File: config.mk
export PLATFORM = sky130hd
export DESIGN_NAME = csr_top
export DESIGN_NICKNAME = d
export VERILOG_FILES = /design/src/hw/csr_pkg.sv /design/src/hw/csr_top.sv /design/src/hw/csr_timer.sv /design/src/hw/csr_mode_regs.sv /design/src/hw/csr_access.sv /design/src/hw/csr_excp_encode.sv
export VERILOG_INCLUDE_DIRS = /design/src /design/src/hw
export SDC_FILE = /design/constraint.sdc
export NUM_CORES = 1
export LEC_CHECK = 0
export BUFFER_PORTS_ARGS = -buffer_cell sky130_fd_sc_hd__buf_2
export CELL_PAD_IN_SITES_DETAIL_PLACEMENT = 0
export CELL_PAD_IN_SITES_GLOBAL_PLACEMENT = 1
export CORE_UTILIZATION = 30
export CTS_CLUSTER_SIZE = 25
export DETAILED_ROUTE_END_ITERATION = 12
export GPL_TIMING_DRIVEN = 0
export MAX_ROUTING_LAYER = met4
export PLACE_DENSITY_LB_ADDON = 0.2
export SLEW_MARGIN = 15
export SYNTH_ARGS = -nofsm -noshare
export SYNTH_HDL_FRONTEND = slang
export SYNTH_HIERARCHICAL = 1
export SYNTH_SLANG_ARGS = --single-unit
File: constraint.sdc
create_clock -name clk -period 7 [get_ports clk]
set_clock_uncertainty 0.05 [all_clocks]
set_input_delay 2.1 -clock clk [delete_from_list [all_inputs] [get_ports clk]]
set_output_delay 2.1 -clock clk [all_outputs]
set_load 0.05 [all_outputs]
File: src/hw/csr_consts.svh
`ifndef CSR_CONSTS_SVH
`define CSR_CONSTS_SVH

`define CSR_XLEN   32
`define CSR_ADDR_W 14
`define EXCP_W     8

// crmd fields
`define CRMD_PLV   1:0
`define CRMD_IE    2
`define CRMD_DA    3
`define CRMD_PG    4
`define CRMD_DATF  6:5
`define CRMD_DATM  8:7
`define CRMD_RESET 32'h8

`define PRMD_PPLV 1:0
`define PRMD_PIE  2

// local interrupt enables, bit 10 reserved
`define ECTL_LIE 12:0

`define ESTAT_IS       12:0
`define ESTAT_TI       11
`define ESTAT_ECODE    21:16
`define ESTAT_ESUBCODE 30:22

`define EENTRY_VA 31:6

`define TCFG_EN       0
`define TCFG_PERIODIC 1
`define TCFG_INITVAL  31:2
`define TICLR_CLR     0

`define TVAL_ONESHOT_END 32'hffff_ffff

`endif
File: src/hw/csr_pkg.sv
`default_nettype none
`include "csr_consts.svh"

package csr_pkg;

  typedef enum logic [`CSR_ADDR_W-1:0] {
    CSR_CRMD   = 14'h000,
    CSR_PRMD   = 14'h001,
    CSR_ECTL   = 14'h004,
    CSR_ESTAT  = 14'h005,
    CSR_ERA    = 14'h006,
    CSR_BADV   = 14'h007,
    CSR_EENTRY = 14'h00c,
    CSR_SAVE0  = 14'h030,
    CSR_SAVE1  = 14'h031,
    CSR_SAVE2  = 14'h032,
    CSR_SAVE3  = 14'h033,
    CSR_TID    = 14'h040,
    CSR_TCFG   = 14'h041,
    CSR_TVAL   = 14'h042,
    CSR_TICLR  = 14'h044
  } csr_addr_e;

  // position in the flag vector, first entry wins
  typedef enum int unsigned {
    EXCP_INT, EXCP_ADEF, EXCP_ADEM, EXCP_ALE,
    EXCP_SYS, EXCP_BRK, EXCP_INE, EXCP_IPE
  } excp_bit_e;

  typedef enum logic [5:0] {
    ECODE_INT = 6'h0,
    ECODE_ADE = 6'h8,
    ECODE_ALE = 6'h9,
    ECODE_SYS = 6'hb,
    ECODE_BRK = 6'hc,
    ECODE_INE = 6'hd,
    ECODE_IPE = 6'he
  } ecode_e;

  typedef enum logic [1:0] {RDCNT_NONE, RDCNT_ID, RDCNT_VLOW, RDCNT_VHIGH} rdcnt_e;

endpackage

`default_nettype wire

File: src/hw/csr_top.sv
`default_nettype none
`timescale 1ns/100ps
`include "csr_consts.svh"

module csr_top (
  input  logic                   clk,
  input  logic                   rst_n,
  input  logic [`CSR_ADDR_W-1:0] csr_r_addr_i,
  input  csr_pkg::rdcnt_e        rdcnt_i,
  input  logic                   csr_we_i,
  input  logic [`CSR_ADDR_W-1:0] csr_w_addr_i,
  input  logic [`CSR_XLEN-1:0]   csr_w_mask_i,
  input  logic [`CSR_XLEN-1:0]   csr_w_data_i,
  input  logic                   stall_i,
  input  logic [`EXCP_W-1:0]     excp_i,
  input  logic [`CSR_XLEN-1:0]   pc_i,
  input  logic [`CSR_XLEN-1:0]   vaddr_i,
  input  logic                   ertn_i,
  input  logic                   commit_i,
  input  logic [7:0]             int_i,
  output logic [`CSR_XLEN-1:0]   csr_r_data_o,
  output logic                   int_o,
  output logic [`CSR_XLEN-1:0]   crmd_o,
  output logic [`CSR_XLEN-1:0]   era_o,
  output logic [`CSR_XLEN-1:0]   eentry_o
);
  import csr_pkg::*;

  logic                   excp_valid, addr_err, wr_en, timer_is;
  ecode_e                 ecode;
  logic [8:0]             esubcode;
  logic [`CSR_ADDR_W-1:0] wr_addr;
  logic [`CSR_XLEN-1:0]   wr_data, mode_rdata, timer_rdata, tid;
  logic [63:0]            counter;

  csr_excp_encode u_excp (.excp_i, .excp_valid_o(excp_valid), .addr_err_o(addr_err),
    .ecode_o(ecode), .esubcode_o(esubcode));

  csr_access u_access (.clk, .rst_n, .stall_i, .csr_we_i, .csr_w_addr_i, .csr_w_mask_i,
    .csr_w_data_i, .csr_r_addr_i, .rdcnt_i, .mode_rdata_i(mode_rdata),
    .timer_rdata_i(timer_rdata), .tid_i(tid), .counter_i(counter), .wr_en_o(wr_en),
    .wr_addr_o(wr_addr), .wr_data_o(wr_data), .csr_r_data_o);

  csr_mode_regs u_mode (.clk, .rst_n, .wr_en_i(wr_en), .wr_addr_i(wr_addr),
    .wr_data_i(wr_data), .rd_addr_i(csr_r_addr_i), .excp_valid_i(excp_valid),
    .addr_err_i(addr_err), .ecode_i(ecode), .esubcode_i(esubcode), .excp_pc_i(pc_i),
    .vaddr_i, .adef_i(excp_i[EXCP_ADEF]), .ertn_i, .commit_i, .int_i,
    .timer_is_i(timer_is), .rdata_o(mode_rdata), .tid_o(tid), .crmd_o, .era_o,
    .eentry_o, .int_o);

  csr_timer u_timer (.clk, .rst_n, .wr_en_i(wr_en), .wr_addr_i(wr_addr),
    .wr_data_i(wr_data), .rd_addr_i(csr_r_addr_i), .commit_i, .rdata_o(timer_rdata),
    .timer_is_o(timer_is), .counter_o(counter));

endmodule

`default_nettype wire

File: src/hw/csr_timer.sv
`default_nettype none
`timescale 1ns/100ps
`include "csr_consts.svh"

module csr_timer (
  input  logic                   clk,
  input  logic                   rst_n,
  input  logic                   wr_en_i,
  input  logic [`CSR_ADDR_W-1:0] wr_addr_i,
  input  logic [`CSR_XLEN-1:0]   wr_data_i,
  input  logic [`CSR_ADDR_W-1:0] rd_addr_i,
  input  logic                   commit_i,
  output logic [`CSR_XLEN-1:0]   rdata_o,
  output logic                   timer_is_o,
  output logic [63:0]            counter_o
);
  import csr_pkg::*;

  logic [`CSR_XLEN-1:0] tcfg_q, tval_q, reload_val;
  logic [63:0]          counter_q;
  logic                 timer_en_q, ti_q, timer_evt_q;
  logic                 tcfg_we, ticlr_clr, tval_reload;

  assign tcfg_we     = wr_en_i && wr_addr_i == CSR_TCFG;
  assign ticlr_clr   = wr_en_i && wr_addr_i == CSR_TICLR && wr_data_i[`TICLR_CLR];
  assign tval_reload = timer_en_q && tval_q == '0 && commit_i;
  assign reload_val  = tcfg_q[`TCFG_PERIODIC] ? {tcfg_q[`TCFG_INITVAL], 2'b0} : `TVAL_ONESHOT_END;

  always_ff @(posedge clk) begin
    if (!rst_n) begin
      tcfg_q      <= '0;
      tval_q      <= '0;
      counter_q   <= '0;
      timer_en_q  <= 1'b0;
      ti_q        <= 1'b0;
      timer_evt_q <= 1'b0;
    end else begin
      counter_q   <= counter_q + 64'd1;
      // event one cycle after tval reaches one or zero
      timer_evt_q <= timer_en_q && (tval_q == 32'd1 || tval_q == 32'd0);
      if (tcfg_we) begin
        tcfg_q <= wr_data_i;
      end
      if (ticlr_clr) begin
        ti_q <= 1'b0;
      end else if (tcfg_we) begin
        timer_en_q <= wr_data_i[`TCFG_EN];
      end else if (timer_evt_q && commit_i) begin
        ti_q       <= 1'b1;
        timer_en_q <= tcfg_q[`TCFG_PERIODIC];
      end
      if (tcfg_we) begin
        tval_q <= {wr_data_i[`TCFG_INITVAL], 2'b0};
      end else if (timer_en_q && tval_q != '0) begin
        tval_q <= tval_q - 32'd1;
      end else if (tval_reload) begin
        tval_q <= reload_val;
      end
    end
  end

  always_comb begin
    rdata_o = '0;
    case (rd_addr_i)
      CSR_TCFG:  rdata_o = tcfg_q;
      CSR_TVAL:  rdata_o = tval_q;
      CSR_ESTAT: rdata_o[`ESTAT_TI] = ti_q;
      default:   rdata_o = '0;
    endcase
  end

  assign timer_is_o = ticlr_clr ? 1'b0 : (timer_evt_q || ti_q);
  assign counter_o  = counter_q;

  assert property (@(posedge clk) disable iff (!rst_n)
    (!tcfg_we && !tval_reload) |=> tval_q <= $past(tval_q));

endmodule

`default_nettype wire

File: src/hw/csr_mode_regs.sv
`default_nettype none
`timescale 1ns/100ps
`include "csr_consts.svh"

module csr_mode_regs (
  input  logic                   clk,
  input  logic                   rst_n,
  input  logic                   wr_en_i,
  input  logic [`CSR_ADDR_W-1:0] wr_addr_i,
  input  logic [`CSR_XLEN-1:0]   wr_data_i,
  input  logic [`CSR_ADDR_W-1:0] rd_addr_i,
  input  logic                   excp_valid_i,
  input  logic                   addr_err_i,
  input  csr_pkg::ecode_e        ecode_i,
  input  logic [8:0]             esubcode_i,
  input  logic [`CSR_XLEN-1:0]   excp_pc_i,
  input  logic [`CSR_XLEN-1:0]   vaddr_i,
  input  logic                   adef_i,
  input  logic                   ertn_i,
  input  logic                   commit_i,
  input  logic [7:0]             int_i,
  input  logic                   timer_is_i,
  output logic [`CSR_XLEN-1:0]   rdata_o,
  output logic [`CSR_XLEN-1:0]   tid_o,
  output logic [`CSR_XLEN-1:0]   crmd_o,
  output logic [`CSR_XLEN-1:0]   era_o,
  output logic [`CSR_XLEN-1:0]   eentry_o,
  output logic                   int_o
);
  import csr_pkg::*;

  logic [`CSR_XLEN-1:0] crmd_q, era_q, badv_q, tid_q, estat_rd;
  logic [2:0]           prmd_q;
  logic [`ECTL_LIE]     ectl_q;
  logic [`EENTRY_VA]    eentry_q;
  logic [`CSR_XLEN-1:0] save_q [4];
  logic [1:0]           soft_q, soft_fwd;
  logic [7:0]           int_q, hw_q;
  ecode_e               ecode_q;
  logic [8:0]           esub_q;
  logic [`ESTAT_IS]     is_fwd;
  logic                 crmd_we, prmd_we, ectl_we, estat_we, save_we;

  assign crmd_we  = wr_en_i && wr_addr_i == CSR_CRMD;
  assign prmd_we  = wr_en_i && wr_addr_i == CSR_PRMD;
  assign ectl_we  = wr_en_i && wr_addr_i == CSR_ECTL;
  assign estat_we = wr_en_i && wr_addr_i == CSR_ESTAT;
  assign save_we  = wr_en_i && wr_addr_i >= CSR_SAVE0 && wr_addr_i <= CSR_SAVE3;

  // later assignments win, so a write beats ertn beats an exception
  always_ff @(posedge clk) begin
    if (!rst_n) begin
      crmd_q  <= `CRMD_RESET;
      prmd_q  <= '0;
      ectl_q  <= '0;
      soft_q  <= '0;
      hw_q    <= '0;
      ecode_q <= ECODE_INT;
      esub_q  <= '0;
    end else begin
      if (commit_i) begin
        hw_q <= int_q;
      end
      if (excp_valid_i) begin
        prmd_q[`PRMD_PPLV] <= crmd_q[`CRMD_PLV];
        prmd_q[`PRMD_PIE]  <= crmd_q[`CRMD_IE];
        crmd_q[`CRMD_PLV]  <= 2'b0;
        crmd_q[`CRMD_IE]   <= 1'b0;
        ecode_q            <= ecode_i;
        esub_q             <= esubcode_i;
      end
      if (ertn_i) begin
        crmd_q[`CRMD_PLV] <= prmd_q[`PRMD_PPLV];
        crmd_q[`CRMD_IE]  <= prmd_q[`PRMD_PIE];
      end
      if (crmd_we) begin
        crmd_q[`CRMD_PLV]  <= wr_data_i[`CRMD_PLV];
        crmd_q[`CRMD_IE]   <= wr_data_i[`CRMD_IE];
        crmd_q[`CRMD_DA]   <= wr_data_i[`CRMD_DA];
        crmd_q[`CRMD_PG]   <= wr_data_i[`CRMD_PG];
        crmd_q[`CRMD_DATF] <= wr_data_i[`CRMD_DATF];
        crmd_q[`CRMD_DATM] <= wr_data_i[`CRMD_DATM];
      end
      if (prmd_we) begin
        prmd_q[`PRMD_PPLV] <= wr_data_i[`PRMD_PPLV];
        prmd_q[`PRMD_PIE]  <= wr_data_i[`PRMD_PIE];
      end
      if (ectl_we) begin
        ectl_q <= {wr_data_i[12:11], 1'b0, wr_data_i[9:0]};
      end
      if (estat_we) begin
        soft_q <= wr_data_i[1:0];
      end
    end
  end

  always_ff @(posedge clk) begin
    int_q <= int_i;
    if (excp_valid_i) begin
      era_q <= excp_pc_i;
    end
    if (addr_err_i) begin
      badv_q <= adef_i ? excp_pc_i : vaddr_i;
    end
    if (wr_en_i && wr_addr_i == CSR_ERA) begin
      era_q <= wr_data_i;
    end
    if (wr_en_i && wr_addr_i == CSR_BADV) begin
      badv_q <= wr_data_i;
    end
    if (wr_en_i && wr_addr_i == CSR_EENTRY) begin
      eentry_q <= wr_data_i[`EENTRY_VA];
    end
    if (save_we) begin
      save_q[wr_addr_i[1:0]] <= wr_data_i;
    end
    if (wr_en_i && wr_addr_i == CSR_TID) begin
      tid_q <= wr_data_i;
    end
  end

  // ti comes from the timer block and is ORed in later
  always_comb begin
    estat_rd                  = '0;
    estat_rd[`ESTAT_ESUBCODE] = esub_q;
    estat_rd[`ESTAT_ECODE]    = ecode_q;
    estat_rd[9:0]             = {hw_q, soft_q};
  end

  always_comb begin
    rdata_o = '0;
    case (rd_addr_i)
      CSR_CRMD:   rdata_o = crmd_q;
      CSR_PRMD:   rdata_o[2:0] = prmd_q;
      CSR_ECTL:   rdata_o[`ECTL_LIE] = ectl_q;
      CSR_ESTAT:  rdata_o = estat_rd;
      CSR_ERA:    rdata_o = era_q;
      CSR_BADV:   rdata_o = badv_q;
      CSR_EENTRY: rdata_o[`EENTRY_VA] = eentry_q;
      CSR_SAVE0, CSR_SAVE1, CSR_SAVE2, CSR_SAVE3: rdata_o = save_q[rd_addr_i[1:0]];
      CSR_TID:    rdata_o = tid_q;
      default:    rdata_o = '0;
    endcase
  end

  // software bits forwarded from a write in flight
  assign soft_fwd = estat_we ? wr_data_i[1:0] : soft_q;

  always_comb begin
    is_fwd            = '0;
    is_fwd[1:0]       = soft_fwd;
    is_fwd[9:2]       = int_q;
    is_fwd[`ESTAT_TI] = timer_is_i;
  end

  assign int_o    = crmd_q[`CRMD_IE] && |(is_fwd & ectl_q);
  assign tid_o    = tid_q;
  assign crmd_o   = crmd_q;
  assign era_o    = era_q;
  assign eentry_o = {eentry_q, 6'b0};

  assert property (@(posedge clk) disable iff (!rst_n) !(excp_valid_i && ertn_i));

endmodule

`default_nettype wire

File: src/hw/csr_access.sv
`default_nettype none
`timescale 1ns/100ps
`include "csr_consts.svh"

module csr_access (
  input  logic                   clk,
  input  logic                   rst_n,
  input  logic                   stall_i,
  input  logic                   csr_we_i,
  input  logic [`CSR_ADDR_W-1:0] csr_w_addr_i,
  input  logic [`CSR_XLEN-1:0]   csr_w_mask_i,
  input  logic [`CSR_XLEN-1:0]   csr_w_data_i,
  input  logic [`CSR_ADDR_W-1:0] csr_r_addr_i,
  input  csr_pkg::rdcnt_e        rdcnt_i,
  input  logic [`CSR_XLEN-1:0]   mode_rdata_i,
  input  logic [`CSR_XLEN-1:0]   timer_rdata_i,
  input  logic [`CSR_XLEN-1:0]   tid_i,
  input  logic [63:0]            counter_i,
  output logic                   wr_en_o,
  output logic [`CSR_ADDR_W-1:0] wr_addr_o,
  output logic [`CSR_XLEN-1:0]   wr_data_o,
  output logic [`CSR_XLEN-1:0]   csr_r_data_o
);
  import csr_pkg::*;

  logic [`CSR_XLEN-1:0] rd_sel;

  // merge against the value read back for the same instruction
  assign wr_en_o   = csr_we_i && !stall_i;
  assign wr_addr_o = csr_w_addr_i;
  assign wr_data_o = (csr_r_data_o & ~csr_w_mask_i) | (csr_w_data_i & csr_w_mask_i);

  always_comb begin
    case (rdcnt_i)
      RDCNT_ID:    rd_sel = tid_i;
      RDCNT_VLOW:  rd_sel = counter_i[31:0];
      RDCNT_VHIGH: rd_sel = counter_i[63:32];
      default:     rd_sel = mode_rdata_i | timer_rdata_i;
    endcase
  end

  always_ff @(posedge clk) begin
    if (!rst_n) begin
      csr_r_data_o <= '0;
    end else if (!stall_i) begin
      csr_r_data_o <= rd_sel;
    end
  end

  assert property (@(posedge clk) disable iff (!rst_n) wr_en_o |-> !$isunknown(wr_addr_o));

  // a plain csr read needs a defined address in both register blocks
  assert property (@(posedge clk) disable iff (!rst_n)
    (!stall_i && rdcnt_i == RDCNT_NONE) |-> !$isunknown(csr_r_addr_i));

endmodule

`default_nettype wire

File: src/hw/csr_excp_encode.sv
`default_nettype none
`timescale 1ns/100ps
`include "csr_consts.svh"

module csr_excp_encode (
  input  logic [`EXCP_W-1:0] excp_i,
  output logic               excp_valid_o,
  output logic               addr_err_o,
  output csr_pkg::ecode_e    ecode_o,
  output logic [8:0]         esubcode_o
);
  import csr_pkg::*;

  assign excp_valid_o = |excp_i;

  always_comb begin
    ecode_o    = ECODE_INT;
    esubcode_o = '0;
    addr_err_o = 1'b0;
    if (excp_i[EXCP_INT]) begin
      ecode_o = ECODE_INT;
    end else if (excp_i[EXCP_ADEF]) begin
      ecode_o    = ECODE_ADE;
      addr_err_o = 1'b1;
    end else if (excp_i[EXCP_ADEM]) begin
      ecode_o    = ECODE_ADE;
      esubcode_o = 9'd1;
      addr_err_o = 1'b1;
    end else if (excp_i[EXCP_ALE]) begin
      ecode_o    = ECODE_ALE;
      addr_err_o = 1'b1;
    end else if (excp_i[EXCP_SYS]) begin
      ecode_o = ECODE_SYS;
    end else if (excp_i[EXCP_BRK]) begin
      ecode_o = ECODE_BRK;
    end else if (excp_i[EXCP_INE]) begin
      ecode_o = ECODE_INE;
    end else if (excp_i[EXCP_IPE]) begin
      ecode_o = ECODE_IPE;
    end
  end

endmodule

`default_nettype wire

=== Yosys cells after proc, flatten, opt, wreduce, memory -nomap -nowiden ===
Memory sizes are Yosys's and may differ from the RTL's.
Index checks and enable logic that the tools add are counted.

* Output and inout port bits: 129
* Logic and storage cells: 145
* Latch bits: 0
* Input port bits: 180
* Bits in read-only memories: 0
* RAM bits: 128
* Memories: 1
* Register bits after elaboration: 342

* Add/sub/neg operators: 2
* Bitwise gates (word level): 9
* Shift-type cells: 0
* $mul: 0
* Div/mod/pow operators: 0
* $lt $le $gt $ge: 2
* Reduce and logical (&&, ||, !) cells: 41
* Equality and inequality tests: 26
* Multiplexer cells: 43

{| class="wikitable"
|+ Memory list
! name !! words !! width !! read ports !! clocked after memory_dff !! write ports !! line !! text
|-
| u_mode.save_q || 4 || 32 || 1 || 0 || 1 || csr_mode_regs.sv:36 || <nowiki>logic [`CSR_XLEN-1:0] save_q [4];</nowiki>
|}

{| class="wikitable"
|+ Operators with widths
! cell !! number
|-
| 32-bit two-way mux || 9
|-
| 19-bit one-hot mux with 6 select lines || 1
|-
| 14-bit by 3-bit equality test with 1-bit output, second input constant || 8
|-
| 32-bit one-hot mux with 3 select lines || 1
|-
| 14-bit by 7-bit equality test with 1-bit output, second input constant || 6
|-
| 64-bit by 1-bit adder with 64-bit output, second input constant || 1
|-
| 32-bit AND || 2
|-
| 32-bit OR || 2
|-
| 14-bit by 6-bit equality test with 1-bit output, second input constant || 4
|-
| 7-bit one-hot mux with 8 select lines || 1
|-
| 6-bit two-way mux || 7
|-
| 20-bit one-hot mux with 2 select lines || 1
|-
| 32-bit by 1-bit equality test with 1-bit output, second input constant || 1
|-
| 32-bit zero test || 1
|-
| 32-bit inverter || 1
|-
| 32-bit nonzero test || 1
|-
| 32-bit by 1-bit subtractor with 32-bit output, second input constant || 1
|-
| 14-bit by 1-bit equality test with 1-bit output, second input constant || 2
|-
| 14-bit by 4-bit equality test with 1-bit output, second input constant || 2
|-
| 14-bit zero test || 2
|-
| 3-bit one-hot mux with 8 select lines || 1
|-
| 11-bit one-hot mux with 2 select lines || 1
|-
| 3-bit one-hot mux with 7 select lines || 1
|-
| 1-bit logical AND || 20
|-
| other kinds (21) || 46
|}

=== Depth between registers and ports, before layout ===
* Depth after elaboration: 8
* Depth in mapped cells: 10

=== By module ===
Netlist, hierarchy kept.

{| class="wikitable"
|+ By module, submodules not included
! module !! area each (µm²) !! instances !! seq. area each (µm²) !! cells an instance
|-
| csr_mode_regs || 13444.1 || 1 || 8648.3 || 890
|-
| csr_timer || 6929.1 || 1 || 2622.5 || 881
|-
| csr_access || 2347.3 || 1 || 640.6 || 234
|-
| csr_excp_encode || 181.4 || 1 || 0.0 || 26
|}

=== Worst setup path before layout ===
Ideal clock, no wire load.

* Path kind: input to output
* From: input port csr_w_addr_i[9]
* To: output port int_o
* Stages: 10
* Setup slack: 0.593 ns
* Data arrival time: 4.257 ns
* Cells stage by stage: buf_4 nor4b_1 nand4_1 nor3_1 nor2_1 a222oi_1 nand3_1 a221oi_1 o221ai_1 and2_1

* Word-level cells in the longest chain between the ends: 7
* Elaborated cells on any way between the ends: 10
* Classes of those cells: eq/ne (2); mux (2); bitwise (1); reduce/logical (5)

{| class="wikitable"
|+ RTL lines
! item !! line !! text
|-
| from (decl) || csr_top.sv:11 || <nowiki>input logic [`CSR_ADDR_W-1:0] csr_w_addr_i,</nowiki>
|-
| 14-bit by 7-bit equality test with 1-bit output || csr_timer.sv:25 || <nowiki>assign ticlr_clr = wr_en_i && wr_addr_i == CSR_TICLR && wr_data_i[`TICLR_CLR];</nowiki>
|-
| 1-bit logical AND (2 in a row) || csr_timer.sv:25 ||
|-
| 1-bit two-way mux || csr_timer.sv:72 || <nowiki>assign timer_is_o = ticlr_clr ? 1'b0 : (timer_evt_q || ti_q);</nowiki>
|-
| named net timer_is || csr_top.sv:29 || <nowiki>logic excp_valid, addr_err, wr_en, timer_is;</nowiki>
|-
| 12-bit by 13-bit AND with 13-bit output || csr_mode_regs.sv:156 || <nowiki>assign int_o = crmd_q[`CRMD_IE] && |(is_fwd & ectl_q);</nowiki>
|-
| 13-bit OR reduction || csr_mode_regs.sv:156 ||
|-
| 1-bit logical AND || csr_mode_regs.sv:156 ||
|-
| to (decl) || csr_top.sv:22 || <nowiki>output logic int_o,</nowiki>
|}

The timed path passes the listed nets, and every way through them passes these cells.

=== Worst setup path after layout ===
* From: input port stall_i
* To: output port int_o

* Word-level cells in the longest chain between the ends: 8
* Elaborated cells on any way between the ends: 10
* Classes of those cells: mux (2); bitwise (1); reduce/logical (7)

{| class="wikitable"
|+ RTL lines
! item !! line !! text
|-
| from (decl) || csr_top.sv:14 || <nowiki>input logic stall_i,</nowiki>
|-
| 1-bit zero test || -- ||
|-
| 1-bit logical AND || csr_access.sv:29 || <nowiki>assign wr_en_o = csr_we_i && !stall_i;</nowiki>
|-
| named net wr_en || csr_top.sv:29 ||
|-
| 1-bit logical AND (2 in a row) || csr_timer.sv:25 ||
|-
| 1-bit two-way mux || csr_timer.sv:72 ||
|-
| named net timer_is || csr_top.sv:29 ||
|-
| 12-bit by 13-bit AND with 13-bit output || csr_mode_regs.sv:156 ||
|-
| 13-bit OR reduction || csr_mode_regs.sv:156 ||
|-
| 1-bit logical AND || csr_mode_regs.sv:156 ||
|}

The timed path passes the listed nets, and every way through them passes these cells.

==> flow_metrics.py <==
metrics = {
    "placement": {
        "placed_area_sq_um": 25800,
        "pre_cts_ws_ps": -588,
        "hpwl_microns": 70600,
        "port_buffers": 263,
        "globalplace.congestion": 0.917,
    },
    "cts": {
        "clkSinkCount": 470,
        "cts_root_buffer": "clkbuf_16",
        "cts_tree": "built",
        "worstSkewPairLatency_ps": 620,
        "cts_made_buffers": 55,
        "clk_pin_slew_ps": 60,
        "cts_max_level": 2,
        "clk_path_buf_depth": 3,
    },
    "global_route": {
        "grt_overflow_total": 0,
        "antenna_found_initial": 4,
        "grt_usage_pct": 23.6,
        "grt_pass1_wl_microns": 130000,
        "grt_max_degree": 33,
        "grt_pass1_vias": 18249,
    },
    "final_layout": {
        "syn2layout_area_growth_pct": 21.0,
        "nNetsFinal": 2591,
        "final_common_cell": "buf_2",
        "final_cell_mix": "buf_2 (287), edfxtp_1 (250), nand2_1 (241)",
        "fin_area_sq_um": 27700,
        "final_core_util_pct": 37.0,
        "drive_gt1_share_pct": 24.1,
    },
    "sta": {
        "slew_violations": 0,
        "setup_ws_ps": 208,
        "finalSetupViolations": 0,
        "fin_crit_ps": 6790,
        "clock.fmax_mhz": 147,
        "rsz0062_at_grt": "false",
        "finalCritPeriodShare_pct": 97.0,
        "slew_headroom_pct": 26.1,
        "worstMarginPinSlew_ps": 1090,
        "worst_hold_slack_ps": 422,
        "fin_tns_setup_ps": 0,
        "finalHoldViolCount": 0,
    },
    "yosys": {
        "async_reset_ff_share_pct": 0,
        "synth_cells": 2031,
        "netlist_area_sq_um": 22900,
        "synth_top_family_by_area": "compound AO/OA/AOI/OAI gates",
        "yosysWarnings": 6,
        "ys_ff_latch": 470,
        "synth-edff-count": 250,
        "synth_compound_area_share_pct": 14.4,
        "synthSimpleGateAreaFrac_pct": 14.0,
        "syn_area_per_cell_sq_um": 11.3,
        "synthMuxAreaShare_pct": 12.1,
        "yosys.area_share.adder_pct": 0.164,
        "yosys.cell_types.count": 91,
        "synthXorXnorAreaFrac_pct": 2.33,
        "ys_seq_area_share_pct": 52.0,
        "ys.flop_type": "edfxtp_1",
    },
    "die": {
        "dieArea_sq_um": 77400,
        "core_sq_um": 74900,
        "die_height_microns": 278,
        "rows": 100,
        "initial_core_util_pct": 30.6,
        "io_pins": 309,
        "die_x_microns": 278,
    },
    "route": {
        "initialDrtViolationCount": 1713,
        "num_vias": 18565,
        "wl_per_cell_microns": 26.5,
        "firstDrtPassIters": 6,
        "finalWirelength_microns": 90700,
        "via_per_inst": 5.43,
        "drc_errors": 0,
        "ant_nets": 0,
    },
    "power": {
        "p_per_area_nw_per_um2": 236,
        "ir_worst_vdd_mv": 0.204,
        "p_leak_nw": 10.3,
    },
    "worst_setup_path": {
        "cp.arrival_ps": 4640,
        "path_cells": "buf_2 -> nor2b_1 -> nor4b_4 -> nand4_1 -> nor3_4 -> nor2_1 -> a222oi_1 -> nand3_1 -> a221oi_2 -> o221ai_2 -> and2_1 -> buf_2",
        "crit_path_start_kind": "input pin",
        "crit_type": "in2out",
        "cp.required_ps": 4850,
        "r2r_start": "u_timer/tval_q[5]$_SDFFE_PN0P_",
        "cp_max_fo": 3,
        "max_stage_delay_ps": 350,
        "crit_top_cell": "buf_2",
        "r2r_cells": 7,
        "critPathCaptureType": "output pin",
        "crit_path_top_delay_cell": "a222oi_1",
        "rrSetupSlack_ps": 3250,
        "r2r-end": "u_timer/tval_q[21]$_SDFFE_PN0P_",
    },
    "worst_hold_path": {
        "hold_depth": 2,
        "hp-start": "u_timer/tcfg_q[29]$_SDFFE_PN0P_",
        "holdPathEnd": "u_timer/tcfg_q[29]$_SDFFE_PN0P_",
        "min_path_type": "reg2reg",
    },
    "outcome": {
        "status": "finished, final reports clean",
    },
    "job": {
        "drv_cap": 0,
    },
}
==> layout make-up <==
class	count	area, sq um
Multi-Input combinational cell	1391	10100
Timing Repair Buffer	283	1500
Clock inverter	25	327
Clock buffer	76	1550
Antenna cell	1	2.50
Sequential cell	470	11900
Tap cell	969	1210
Inverter	18	67.6
Buffer	189	1080
Fill cell	7433	47200
==> cell families (layout without fill, tap and decap cells) <==
family,count (synthesis),count (layout)
other,2,40
muxes,227,227
adders and majority gates,3,3
AOI/OAI and AO/OA,439,439
buffers and inverters,207,591
DFF,470,470
and+or+nand+nor,622,622
xor gates and xnor gates,61,61
==> synthesized netlist by cell type (all sizes together) (4+ instances only) <==
master,instances,area (sq um)
mux2,70,788
nor2b,34,213
or4,9,75.1
a21oi,84,420
o41ai,4,72.6
o211a,7,70.1
o221ai,9,78.8
o22ai,4,25.0
o32a,32,320
or2,7,43.8
nor4,48,419
a21boi,13,97.6
xnor2,40,350
a22oi,44,330
a211oi,4,35.0
dfxtp,220,4400
a222oi,7,70.1
nand2b,5,31.3
nand3,45,238
a32o,33,330
clkbuf,83,312
nor4b,6,73.8
inv,18,67.6
a2bb2oi,33,289
o21ai,67,335
xor2,21,184
and4,7,61.3
a31oi,4,25.0
nand2,243,917
edfxtp,250,7510
o31ai,5,37.5
nor3b,9,67.6
a21o,4,30.0
or3,24,155
a22o,31,272
nor3,38,206
mux2i,125,1250
nand4,28,175
o311ai,6,52.6
nor2,97,364
and3,9,56.3
buf,105,759
o211ai,26,205
mux4,32,721
==> sequential cells by signal, summed over array words and instances, names as in the netlist, 2 cells and up <==
name                   cells
u_mode/hw_q                8
u_mode/soft_q              2
u_mode/prmd_q              3
u_timer/counter_o         64
u_mode/eentry_q           26
u_mode/int_q               8
u_mode/save_q            128
u_mode/esub_q              9
u_mode/ecode_q             6
u_mode/ectl_q             12
u_mode/badv_q             32
u_mode/crmd_o              9
u_access/csr_r_data_o     32
u_timer/tcfg_q            32
u_mode/tid_o              32
u_timer/tval_q            32
u_mode/era_o              32
==> critical path: cells and delay by family <==
kind / cells / cell delay, ps
AND/OR/NAND/NOR: 7 / 1390
AO/OA/AOI/OAI: 3 / 800
buffers and inverters: 2 / 330
==> how the worst max path moves through the flow <==
stage                          from                             to  slack, ps  depth (start not counted)
floorplan           csr_w_addr_i[9]                          int_o        590                         10
global placement            stall_i  u_mode/eentry_q[23]$_DFFE_PP_      -1770                          5
detailed placement  csr_w_addr_i[3]                          int_o       -590                         11
CTS                 csr_w_addr_i[3]                          int_o         60                         11
global route                stall_i                          int_o          5                         12
finish                      stall_i                          int_o        210                         12
==> metrics by stage <==
stage / power, mW / cells
2_1_floorplan: 3.38 / 2068
3_3_place_gp: 3.61 / 3300
3_5_place_dp: 3.62 / 3318
4_1_cts: 6.60 / 3421
5_1_grt: 6.74 / 3422
6_report: 6.56 / 3422
==> power breakdown <==
group | internal [mW] | switching (mW)
registers | 2.96 | 0.0304
logic | 0.183 | 0.383
clock network | 1.77 | 1.23
==> metal layers <==
| metal | GRT usage, % | part of all wire, % | vias up |
|---|---|---|---|
| met4 | 6.05 | 2.3 | 0 |
| met3 | 2.30 | 5.1 | 114 |
| met5 | - | 0 | - |
| li1 | - | - | 8422 |
| met1 | 31.7 | 45 | 9370 |
| met2 | 38.1 | 47 | 659 |
==> timing repair <==
action | CTS | global route
gates resized for setup | 5 | 3
setup buffers | 2 | 0
setup endpoints to repair | 1 | 1
hold buffers | 0 | 0
pin swaps | 2 | 1
endpoints found under the hold margin | 0 | 0
Power figures use the tool's default switching activity.
